===== src/design/armPkg.sv =====
// armPkg: shared word types, instruction views and control encodings for the ARM pipeline
package armPkg;

  typedef logic [31:0] Word;
  typedef logic [3:0]  RegAddr;

  // NZCV order, N in bit 3
  typedef logic [3:0] Flags;

  typedef logic [1:0] AluCtl;
  localparam AluCtl aluAdd = 2'd0;
  localparam AluCtl aluSub = 2'd1;
  localparam AluCtl aluAnd = 2'd2;
  localparam AluCtl aluOrr = 2'd3;

  typedef logic [1:0] ImmSrc;
  localparam ImmSrc immDp8   = 2'd0;
  localparam ImmSrc immMem12 = 2'd1;
  localparam ImmSrc immBr24  = 2'd2;

  typedef logic [1:0] FwdSel;
  localparam FwdSel fwdNone = 2'd0;
  localparam FwdSel fwdWb   = 2'd1;
  localparam FwdSel fwdMem  = 2'd2;

  // instruction class in bits 27:26
  localparam logic [1:0] opDp  = 2'b00;
  localparam logic [1:0] opMem = 2'b01;
  localparam logic [1:0] opBr  = 2'b10;

  // data processing cmd field
  localparam logic [3:0] cmdAnd = 4'b0000;
  localparam logic [3:0] cmdSub = 4'b0010;
  localparam logic [3:0] cmdAdd = 4'b0100;
  localparam logic [3:0] cmdOrr = 4'b1100;

  localparam Word pcStep = 32'd4;

  // one instruction word seen as data processing, memory or branch
  typedef union packed {
    struct packed {
      logic [3:0]  cond;
      logic [1:0]  op;
      logic        i;
      logic [3:0]  cmd;
      logic        s;
      logic [3:0]  rn;
      logic [3:0]  rd;
      logic [11:0] src2;
    } dp;
    struct packed {
      logic [3:0]  cond;
      logic [1:0]  op;
      logic        iBit;
      logic        p;
      logic        u;
      logic        b;
      logic        w;
      logic        l;
      logic [3:0]  rn;
      logic [3:0]  rd;
      logic [11:0] imm12;
    } mem;
    struct packed {
      logic [3:0]  cond;
      logic [1:0]  op;
      logic [1:0]  funct;
      logic [23:0] imm24;
    } br;
  } InstrWord;

endpackage


===== src/design/armRegFile.sv =====
// armRegFile: R0-R14 storage with two read ports, falling-edge write, R15 read as PC+8
`timescale 1ns/1ps

module armRegFile (
  input  logic          clk,
  input  logic          we,
  input  armPkg::RegAddr ra1,
  input  armPkg::RegAddr ra2,
  input  armPkg::RegAddr wa,
  input  armPkg::Word    wd,
  input  armPkg::Word    r15,
  output armPkg::Word    rd1,
  output armPkg::Word    rd2
);

  armPkg::Word regs [0:14];

  // write on the falling edge so decode sees the writeback value in the same cycle
  always_ff @(negedge clk) begin
    if (we) begin
      regs[wa] <= wd;
    end
  end

  assign rd1 = (ra1 == 4'd15) ? r15 : regs[ra1];
  assign rd2 = (ra2 == 4'd15) ? r15 : regs[ra2];

  // the PC is never a destination in this subset
  assert property (@(posedge clk) we |-> (wa != 4'd15))
    else $error("register file write to R15");

endmodule


===== src/design/armAlu.sv =====
// armAlu: add, subtract, and, or with NZCV flag generation
`timescale 1ns/1ps

module armAlu (
  input  armPkg::Word   a,
  input  armPkg::Word   b,
  input  armPkg::AluCtl ctl,
  output armPkg::Word   y,
  output armPkg::Flags  flags
);

  logic        isSub;
  logic        isArith;
  armPkg::Word bOp;
  logic [32:0] sum;
  logic        carry;
  logic        overflow;

  assign isSub   = (ctl == armPkg::aluSub);
  assign isArith = (ctl == armPkg::aluAdd) || isSub;

  // subtract as a + ~b + 1, so C is the inverted borrow
  assign bOp = isSub ? ~b : b;
  assign sum = {1'b0, a} + {1'b0, bOp} + {32'd0, isSub};

  always_comb begin
    case (ctl)
      armPkg::aluAnd: y = a & b;
      armPkg::aluOrr: y = a | b;
      default:        y = sum[31:0];
    endcase
  end

  // overflow when both operands agree in sign and the result does not
  assign overflow = isArith && (a[31] == bOp[31]) && (sum[31] != a[31]);
  assign carry    = isArith && sum[32];

  assign flags = {y[31], (y == 32'd0), carry, overflow};

endmodule


===== src/design/armController.sv =====
// armController: instruction decode, condition check and the NZCV flags register
`timescale 1ns/1ps

module armController (
  input  logic             clk,
  input  logic             rst,
  input  armPkg::InstrWord instrD,
  input  armPkg::Flags     aluFlagsE,
  input  logic             flushE,
  output logic             regWriteD,
  output logic             memWriteD,
  output logic             memtoRegD,
  output logic             branchD,
  output logic             aluSrcD,
  output logic             flagWriteD,
  output armPkg::AluCtl    aluCtlD,
  output armPkg::ImmSrc    immSrcD,
  output logic [1:0]       regSrcD,
  input  logic [3:0]       condE,
  input  logic             flagWriteE,
  input  logic             branchE,
  output logic             condExE,
  output logic             branchTakenE
);

  armPkg::Flags flagsReg;
  logic         n, z, c, v;

  always_comb begin
    regWriteD  = 1'b0;
    memWriteD  = 1'b0;
    memtoRegD  = 1'b0;
    branchD    = 1'b0;
    aluSrcD    = 1'b1;
    flagWriteD = 1'b0;
    aluCtlD    = armPkg::aluAdd;
    immSrcD    = armPkg::immDp8;
    regSrcD    = 2'b00;
    case (instrD.dp.op)
      armPkg::opDp: begin
        regWriteD  = 1'b1;
        aluSrcD    = instrD.dp.i;
        flagWriteD = instrD.dp.s;
        case (instrD.dp.cmd)
          armPkg::cmdAdd: aluCtlD = armPkg::aluAdd;
          armPkg::cmdSub: aluCtlD = armPkg::aluSub;
          armPkg::cmdAnd: aluCtlD = armPkg::aluAnd;
          armPkg::cmdOrr: aluCtlD = armPkg::aluOrr;
          default: begin
            // unsupported opcode becomes a no-op
            regWriteD  = 1'b0;
            flagWriteD = 1'b0;
          end
        endcase
      end
      armPkg::opMem: begin
        immSrcD = armPkg::immMem12;
        if (instrD.mem.l) begin
          regWriteD = 1'b1;
          memtoRegD = 1'b1;
        end else begin
          memWriteD = 1'b1;
          // store data comes from rd on the second read port
          regSrcD[1] = 1'b1;
        end
      end
      armPkg::opBr: begin
        // target is PC+8 plus the shifted offset, through the ALU
        branchD    = (instrD.br.funct == 2'b10);
        immSrcD    = armPkg::immBr24;
        regSrcD[0] = 1'b1;
      end
      default: ;
    endcase
  end

  assign {n, z, c, v} = flagsReg;

  always_comb begin
    case (condE)
      4'b0000: condExE = z;
      4'b0001: condExE = !z;
      4'b0010: condExE = c;
      4'b0011: condExE = !c;
      4'b0100: condExE = n;
      4'b0101: condExE = !n;
      4'b0110: condExE = v;
      4'b0111: condExE = !v;
      4'b1000: condExE = c && !z;
      4'b1001: condExE = !c || z;
      4'b1010: condExE = (n == v);
      4'b1011: condExE = (n != v);
      4'b1100: condExE = !z && (n == v);
      4'b1101: condExE = z || (n != v);
      default: condExE = 1'b1;
    endcase
  end

  assign branchTakenE = branchE && condExE;

  // flags change only when the S instruction itself passes its condition
  always_ff @(posedge clk) begin
    if (rst) begin
      flagsReg <= '0;
    end else if (flagWriteE && condExE) begin
      flagsReg <= aluFlagsE;
    end
  end

  assert property (@(posedge clk) disable iff (rst) !(branchD && memWriteD))
    else $error("decode raised both branch and store");

  // a flushed slot reaches execute with no branch and no flag write
  assert property (@(posedge clk) disable iff (rst) flushE |=> (!branchE && !flagWriteE))
    else $error("squashed instruction reached execute");

endmodule


===== src/design/armHazard.sv =====
// armHazard: forwarding selects, load-use stall and branch flush
`timescale 1ns/1ps

module armHazard (
  input  logic          match1EM,
  input  logic          match1EW,
  input  logic          match2EM,
  input  logic          match2EW,
  input  logic          match12DE,
  input  logic          regWriteM,
  input  logic          regWriteW,
  input  logic          memtoRegE,
  input  logic          branchTakenE,
  output logic          stallF,
  output logic          stallD,
  output logic          flushD,
  output logic          flushE,
  output armPkg::FwdSel fwdAE,
  output armPkg::FwdSel fwdBE
);

  logic ldrStall;

  // the memory stage holds the younger result, so it wins
  always_comb begin
    if (match1EM && regWriteM) fwdAE = armPkg::fwdMem;
    else if (match1EW && regWriteW) fwdAE = armPkg::fwdWb;
    else fwdAE = armPkg::fwdNone;

    if (match2EM && regWriteM) fwdBE = armPkg::fwdMem;
    else if (match2EW && regWriteW) fwdBE = armPkg::fwdWb;
    else fwdBE = armPkg::fwdNone;
  end

  // load in E feeding the instruction in D
  assign ldrStall = match12DE && memtoRegE;

  assign stallF = ldrStall;
  assign stallD = ldrStall;
  assign flushD = branchTakenE;
  assign flushE = ldrStall || branchTakenE;

endmodule


===== src/design/armDatapath.sv =====
// armDatapath: PC, pipeline registers, operand selection and forwarding for the ARM pipeline
`timescale 1ns/1ps

module armDatapath (
  input  logic             clk,
  input  logic             rst,
  input  armPkg::Word      instrF,
  input  armPkg::Word      readDataM,
  input  logic             regWriteD, memWriteD, memtoRegD, branchD, aluSrcD, flagWriteD,
  input  armPkg::AluCtl    aluCtlD,
  input  armPkg::ImmSrc    immSrcD,
  input  logic [1:0]       regSrcD,
  input  logic             stallF, stallD, flushD, flushE,
  input  armPkg::FwdSel    fwdAE, fwdBE,
  input  logic             condExE, branchTakenE,
  output armPkg::InstrWord instrD,
  output armPkg::Word      pcF, aluOutM, writeDataM,
  output logic             memWriteM,
  output logic [3:0]       condE,
  output logic             flagWriteE, branchE,
  output armPkg::Flags     aluFlagsE,
  output logic             memtoRegE, regWriteM, regWriteW,
  output logic             match1EM, match1EW, match2EM, match2EW, match12DE
);

  armPkg::Word    pcNextF, pcPlus4F, pcPlus8D;
  logic           validD;
  armPkg::RegAddr ra1D, ra2D, waD;
  armPkg::Word    rd1D, rd2D, extImmD;

  logic           regWriteE, memWriteE, aluSrcE;
  armPkg::AluCtl  aluCtlE;
  armPkg::Word    rd1E, rd2E, extImmE;
  armPkg::RegAddr ra1E, ra2E, waE;
  armPkg::Word    srcAE, srcBE, writeDataE, aluResultE;

  logic           memtoRegM, memtoRegW;
  armPkg::RegAddr waM, waW;
  armPkg::Word    aluOutW, readDataW, resultW;

  function automatic armPkg::Word fwdMux(input armPkg::FwdSel sel, input armPkg::Word regVal,
                                         input armPkg::Word wbVal, input armPkg::Word memVal);
    case (sel)
      armPkg::fwdWb:  fwdMux = wbVal;
      armPkg::fwdMem: fwdMux = memVal;
      default:        fwdMux = regVal;
    endcase
  endfunction

  // fetch
  assign pcPlus4F = pcF + armPkg::pcStep;
  assign pcNextF  = branchTakenE ? aluResultE : pcPlus4F;

  always_ff @(posedge clk) begin
    if (rst) begin
      pcF <= '0;
    end else if (!stallF) begin
      pcF <= pcNextF;
    end
  end

  // decode
  always_ff @(posedge clk) begin
    if (rst || flushD) begin
      validD <= 1'b0;
    end else if (!stallD) begin
      validD <= 1'b1;
    end
  end

  always_ff @(posedge clk) begin
    if (!stallD) begin
      instrD <= instrF;
    end
  end

  // fetch is one word ahead of decode, so PC+4 in F is PC+8 of D
  assign pcPlus8D = pcPlus4F;
  assign ra1D     = regSrcD[0] ? 4'd15 : instrD.mem.rn;
  assign ra2D     = regSrcD[1] ? instrD.mem.rd : instrD.mem.imm12[3:0];
  assign waD      = instrD.mem.rd;

  always_comb begin
    case (immSrcD)
      armPkg::immDp8:   extImmD = {24'd0, instrD.mem.imm12[7:0]};
      armPkg::immMem12: extImmD = {20'd0, instrD.mem.imm12};
      armPkg::immBr24:  extImmD = {{6{instrD.br.imm24[23]}}, instrD.br.imm24, 2'b00};
      default:          extImmD = '0;
    endcase
  end

  armRegFile rf (
    .clk(clk), .we(regWriteW), .ra1(ra1D), .ra2(ra2D), .wa(waW),
    .wd(resultW), .r15(pcPlus8D), .rd1(rd1D), .rd2(rd2D)
  );

  // execute, bubble on flush or an empty decode slot
  always_ff @(posedge clk) begin
    if (rst || flushE || !validD) begin
      regWriteE  <= 1'b0;
      memWriteE  <= 1'b0;
      memtoRegE  <= 1'b0;
      branchE    <= 1'b0;
      flagWriteE <= 1'b0;
      aluSrcE    <= 1'b0;
      aluCtlE    <= armPkg::aluAdd;
      condE      <= 4'b1110;
    end else begin
      regWriteE  <= regWriteD;
      memWriteE  <= memWriteD;
      memtoRegE  <= memtoRegD;
      branchE    <= branchD;
      flagWriteE <= flagWriteD;
      aluSrcE    <= aluSrcD;
      aluCtlE    <= aluCtlD;
      condE      <= instrD.mem.cond;
    end
  end

  always_ff @(posedge clk) begin
    rd1E    <= rd1D;
    rd2E    <= rd2D;
    extImmE <= extImmD;
    ra1E    <= ra1D;
    ra2E    <= ra2D;
    waE     <= waD;
  end

  assign srcAE      = fwdMux(fwdAE, rd1E, resultW, aluOutM);
  assign writeDataE = fwdMux(fwdBE, rd2E, resultW, aluOutM);
  assign srcBE      = aluSrcE ? extImmE : writeDataE;

  armAlu alu (.a(srcAE), .b(srcBE), .ctl(aluCtlE), .y(aluResultE), .flags(aluFlagsE));

  // memory, writes dropped when the condition fails
  always_ff @(posedge clk) begin
    if (rst) begin
      regWriteM <= 1'b0;
      memWriteM <= 1'b0;
      memtoRegM <= 1'b0;
    end else begin
      regWriteM <= regWriteE && condExE;
      memWriteM <= memWriteE && condExE;
      memtoRegM <= memtoRegE;
    end
  end

  always_ff @(posedge clk) begin
    aluOutM    <= aluResultE;
    writeDataM <= writeDataE;
    waM        <= waE;
  end

  // writeback
  always_ff @(posedge clk) begin
    if (rst) begin
      regWriteW <= 1'b0;
      memtoRegW <= 1'b0;
    end else begin
      regWriteW <= regWriteM;
      memtoRegW <= memtoRegM;
    end
  end

  always_ff @(posedge clk) begin
    aluOutW   <= aluOutM;
    readDataW <= readDataM;
    waW       <= waM;
  end

  assign resultW = memtoRegW ? readDataW : aluOutW;

  // register matches for the hazard unit
  assign match1EM  = (ra1E == waM);
  assign match1EW  = (ra1E == waW);
  assign match2EM  = (ra2E == waM);
  assign match2EW  = (ra2E == waW);
  assign match12DE = (ra1D == waE) || (ra2D == waE);

endmodule


===== src/design/armPipeline.sv =====
// armPipeline: five-stage ARM subset core joining datapath, controller and hazard unit
`timescale 1ns/1ps

module armPipeline (
  input  logic        clk,
  input  logic        rst,
  output armPkg::Word pcF,
  input  armPkg::Word instrF,
  output armPkg::Word aluOutM,
  output armPkg::Word writeDataM,
  output logic        memWriteM,
  input  armPkg::Word readDataM
);

  armPkg::InstrWord instrD;
  logic             regWriteD, memWriteD, memtoRegD, branchD, aluSrcD, flagWriteD;
  armPkg::AluCtl    aluCtlD;
  armPkg::ImmSrc    immSrcD;
  logic [1:0]       regSrcD;
  logic [3:0]       condE;
  logic             flagWriteE, branchE, condExE, branchTakenE;
  armPkg::Flags     aluFlagsE;
  logic             memtoRegE, regWriteM, regWriteW;
  logic             match1EM, match1EW, match2EM, match2EW, match12DE;
  logic             stallF, stallD, flushD, flushE;
  armPkg::FwdSel    fwdAE, fwdBE;

  armController ctrl (
    .clk(clk), .rst(rst), .instrD(instrD), .aluFlagsE(aluFlagsE), .flushE(flushE),
    .regWriteD(regWriteD), .memWriteD(memWriteD), .memtoRegD(memtoRegD),
    .branchD(branchD), .aluSrcD(aluSrcD), .flagWriteD(flagWriteD),
    .aluCtlD(aluCtlD), .immSrcD(immSrcD), .regSrcD(regSrcD),
    .condE(condE), .flagWriteE(flagWriteE), .branchE(branchE),
    .condExE(condExE), .branchTakenE(branchTakenE)
  );

  armDatapath dp (
    .clk(clk), .rst(rst), .instrF(instrF), .readDataM(readDataM),
    .regWriteD(regWriteD), .memWriteD(memWriteD), .memtoRegD(memtoRegD),
    .branchD(branchD), .aluSrcD(aluSrcD), .flagWriteD(flagWriteD),
    .aluCtlD(aluCtlD), .immSrcD(immSrcD), .regSrcD(regSrcD),
    .stallF(stallF), .stallD(stallD), .flushD(flushD), .flushE(flushE),
    .fwdAE(fwdAE), .fwdBE(fwdBE), .condExE(condExE), .branchTakenE(branchTakenE),
    .instrD(instrD), .pcF(pcF), .aluOutM(aluOutM), .writeDataM(writeDataM),
    .memWriteM(memWriteM), .condE(condE), .flagWriteE(flagWriteE), .branchE(branchE),
    .aluFlagsE(aluFlagsE), .memtoRegE(memtoRegE), .regWriteM(regWriteM),
    .regWriteW(regWriteW), .match1EM(match1EM), .match1EW(match1EW),
    .match2EM(match2EM), .match2EW(match2EW), .match12DE(match12DE)
  );

  armHazard hz (
    .match1EM(match1EM), .match1EW(match1EW), .match2EM(match2EM), .match2EW(match2EW),
    .match12DE(match12DE), .regWriteM(regWriteM), .regWriteW(regWriteW),
    .memtoRegE(memtoRegE), .branchTakenE(branchTakenE),
    .stallF(stallF), .stallD(stallD), .flushD(flushD), .flushE(flushE),
    .fwdAE(fwdAE), .fwdBE(fwdBE)
  );

endmodule


===== config.mk =====
export PLATFORM = sky130hd
export DESIGN_NAME = armPipeline
export DESIGN_NICKNAME = d
export VERILOG_FILES = /design/src/design/armPkg.sv /design/src/design/armRegFile.sv /design/src/design/armAlu.sv /design/src/design/armController.sv /design/src/design/armHazard.sv /design/src/design/armDatapath.sv /design/src/design/armPipeline.sv
export SDC_FILE = /design/constraint.sdc
export NUM_CORES = 2
export LEC_CHECK = 0
export ABC_AREA = 1
export BUFFER_PORTS_ARGS = -buffer_cell sky130_fd_sc_hd__buf_2
export CORE_ASPECT_RATIO = 0.7
export CORE_MARGIN = 3
export CORE_UTILIZATION = 31
export DETAILED_ROUTE_END_ITERATION = 8
export PLACE_DENSITY = 0.47
export SLEW_MARGIN = 20
export SYNTH_ARGS = -nofsm -noshare
export SYNTH_HDL_FRONTEND = slang
export SYNTH_SLANG_ARGS = --single-unit

===== constraint.sdc =====
create_clock -name clk -period 3.8 [get_ports clk]
set_input_delay 0.19 -clock clk [delete_from_list [all_inputs] [get_ports clk]]
set_output_delay 0.19 -clock clk [all_outputs]
set_load 0.01 [all_outputs]

==> flow_summary.json <==
{
  "final_cells": 7080,
  "wirelength_mm": 180,
  "setup_viol": 23,
  "timing.final.ws_setup_ns": -0.393,
  "synthFlopType": "edfxtp_1",
  "synth_edf_count": 512,
  "finalHoldViolCount": 0,
  "place_area_mm2": 0.0457,
  "root_buffer": "clkbuf_16",
  "final_core_util_pct": 44.3,
  "dp_hpwl_mm": 127,
  "tns_ns": -3.56,
  "ir_worst_vdd_mv": 0.355,
  "fin_hold_ws_ns": 0.134,
  "hp-class": "in2reg",
  "rsz0062_at_grt": "yes",
  "clk_pin_slew_ns": 0.07,
  "syn-instance-count": 4173,
  "drtIter0Drc": 4030,
  "critical_path.max_fanout": 5,
  "period_share_pct": 110,
  "gr-usage-all-layers_pct": 27.4,
  "drc_errors": 0,
  "ys.warnings.count": 0,
  "drtAntennaViolNets": 0,
  "synth_seq_cells": 804,
  "htree_levels": 3,
  "start_kind": "register",
  "via_count": 37300,
  "async_reset_ff_share_pct": 0,
  "skew_ns": 0.0453,
  "tightestPinTransition_ns": 0.963,
  "max_freq_mhz": 238,
  "syn_to_final_growth_pct": 40.1,
  "fillCellCount": 11900,
  "max_stage_delay_ns": 0.34,
  "grt_max_degree": 68,
  "nets": 5494,
  "netlist_area_mm2": 0.0381,
  "status": "finished, violations left",
  "p_total_mw": 30.7,
  "rows": 106,
  "synth_cell_types": 75,
  "wl_per_cell_um": 25.4,
  "clk_path_buf_depth": 3,
  "crit_type": "reg2reg",
  "insertion_delay_ns": 0.71,
  "dp_slack_ns": -1.02,
  "layout_commonest_cell": "inv_1",
  "violations": "setup timing",
  "yosysSeqAreaShare_pct": 55.7,
  "syn_area_per_cell_um2": 9.14,
  "grt_pass1_wl_mm": 252,
  "numCtsBuffers": 84,
  "min_period_ns": 4.19,
  "maxSlewViolCount": 0,
  "fp.dieW_um": 425,
  "design_area_mm2": 0.0534,
  "final_cell_mix": "inv_1 (910), buf_4 (550), nand2_1 (518), edfxtp_1 (512), o21ai_0 (414)",
  "p_leak_nw": 23.5,
  "dieArea_mm2": 0.127,
  "core_area_mm2": 0.121,
  "cts_tree": "yes",
  "power_density_mw_per_mm2": 576,
  "io_pins": 163,
  "crit_arrival_ns": 4.82,
  "end_kind": "register",
  "die_y_um": 299,
  "initial_utilization_pct": 31.6,
  "dp_cells": 6325,
  "via_per_inst": 5.27,
  "cts.sinks": 804,
  "synth_fp_nets": 4277,
  "cp.required_ns": 4.42,
  "grt_pass1_vias": 35900,
  "overflow": 0,
  "drtPass1Iterations": 6,
  "globalplace.congestion": 1.03,
  "antenna_found_initial": 9,
  "cp_slowest_cell": "dfxtp_2",
  "numPortBuffers": 162,
  "final_layout_size_suffix_gt1_share_pct": 26.1,
  "drv_cap": 0,
  "slew_headroom_pct": 35.6
}
[state kept, by name, summed over array words and instances (netlist names), 32 cells and up]
name,flops
dp.rf.regs,480
dp.aluOutM,32
dp.aluOutW,32
dp.instrD,32
dp.pcF,32
dp.rd1E,32
dp.rd2E,32
dp.readDataW,32
dp.writeDataM,32
[per-layer routing]
layer	wire (um)	share of wire [%]	track usage (%)
met5	76	0.042	0
met4	4190	2.3	7.79
met1	83300	46	40.3
met3	18400	10	8.76
met2	73700	41	38.0
[cells by family (layout without fill, tap and decap cells)]
logic type | Yosys count | in the layout | synth area share [%]
buffers and inverters | 719 | 2000 | 7.29
AO/OA/AOI/OAI | 1228 | 1228 | 18.9
XOR/XNOR | 74 | 74 | 1.70
adder cells (fa/ha/maj) | 41 | 41 | 1.35
multiplexers | 16 | 16 | 0.440
other | 0 | 6 | 0
AND/OR/NAND/NOR | 1291 | 1291 | 14.6
flip-flops | 804 | 804 | 55.7
[repair_timing]
| item | 4_1_cts | 5_1_grt |
|---|---|---|
| endpoints found under the hold margin | 69 | 0 |
| hold buffers | 65 | 0 |
| pin swaps | 74 | 124 |
| resized for setup | 257 | 262 |
| gates cloned | 1 | 1 |
| setup buffers | 34 | 26 |
| setup endpoints to repair | 126 | 65 |
[critical path, delay by kind of cell, from the launching register on]
family                     cells  cell delay [ns]
xor gates and xnor gates       1             0.21
AOI/OAI and AO/OA              6             0.94
buffers and inverters          7             0.66
adders and majority gates      1             0.26
and+or+nand+nor               17             1.69
DFF                            1             0.34
[synth_stat cells (19+ instances only)]
library cell  count  area (um2)
nand2_1         592        2220
nor3_1           26         130
a31oi_1          24         150
o221ai_1         33         289
nand3_1         209        1050
buf_2            27         135
a211oi_1         23         173
o21ai_0         441        2210
xor2_1           64         561
a221oi_1         45         394
nor2_1          341        1280
o22ai_1          71         444
edfxtp_1        512       15400
buf_1            25        93.8
a21oi_1         380        1900
clkbuf_1        186         698
nand4_1          26         163
inv_1           448        1680
dfxtp_1         292        5850
o211ai_1         83         623
or2_2            19         119
ha_1             37         463
[report_power, final]
group          total [mW]  internal [mW]  switching [mW]
Clock                10.4           5.38            5.02
Combinational        9.23           3.63            5.60
Sequential           11.1           10.7           0.425
Total                30.7           19.7            11.0
[path summary, 6_finish.rpt]
check | slack, ns | from | end | cells after the start
worst max-delay path | -0.39 | dp.ra2E[0] | ctrl.flagsReg[2] | 32
worst min register to register | 0.38 | dp.waM[1] | dp.waW[1] | 0
worst min-delay path | 0.13 | readDataM[26] | dp.readDataW[26] | 2
worst max register to register | -0.39 | dp.ra2E[0] | ctrl.flagsReg[2] | 32
[final cells by class]
class | instances | area, um2 | area share [%]
sequential | 804 | 21200 | 39.8
timing repair buffer | 898 | 7660 | 14.3
tap | 1620 | 2030 | 3.79
antenna | 6 | 15.0 | 0.0281
clock buffer | 96 | 2190 | 4.10
clock inverter | 534 | 2290 | 4.29
multi-input combinational | 2650 | 16200 | 30.3
inverter | 472 | 1820 | 3.42
Power figures use the tool's default switching activity.
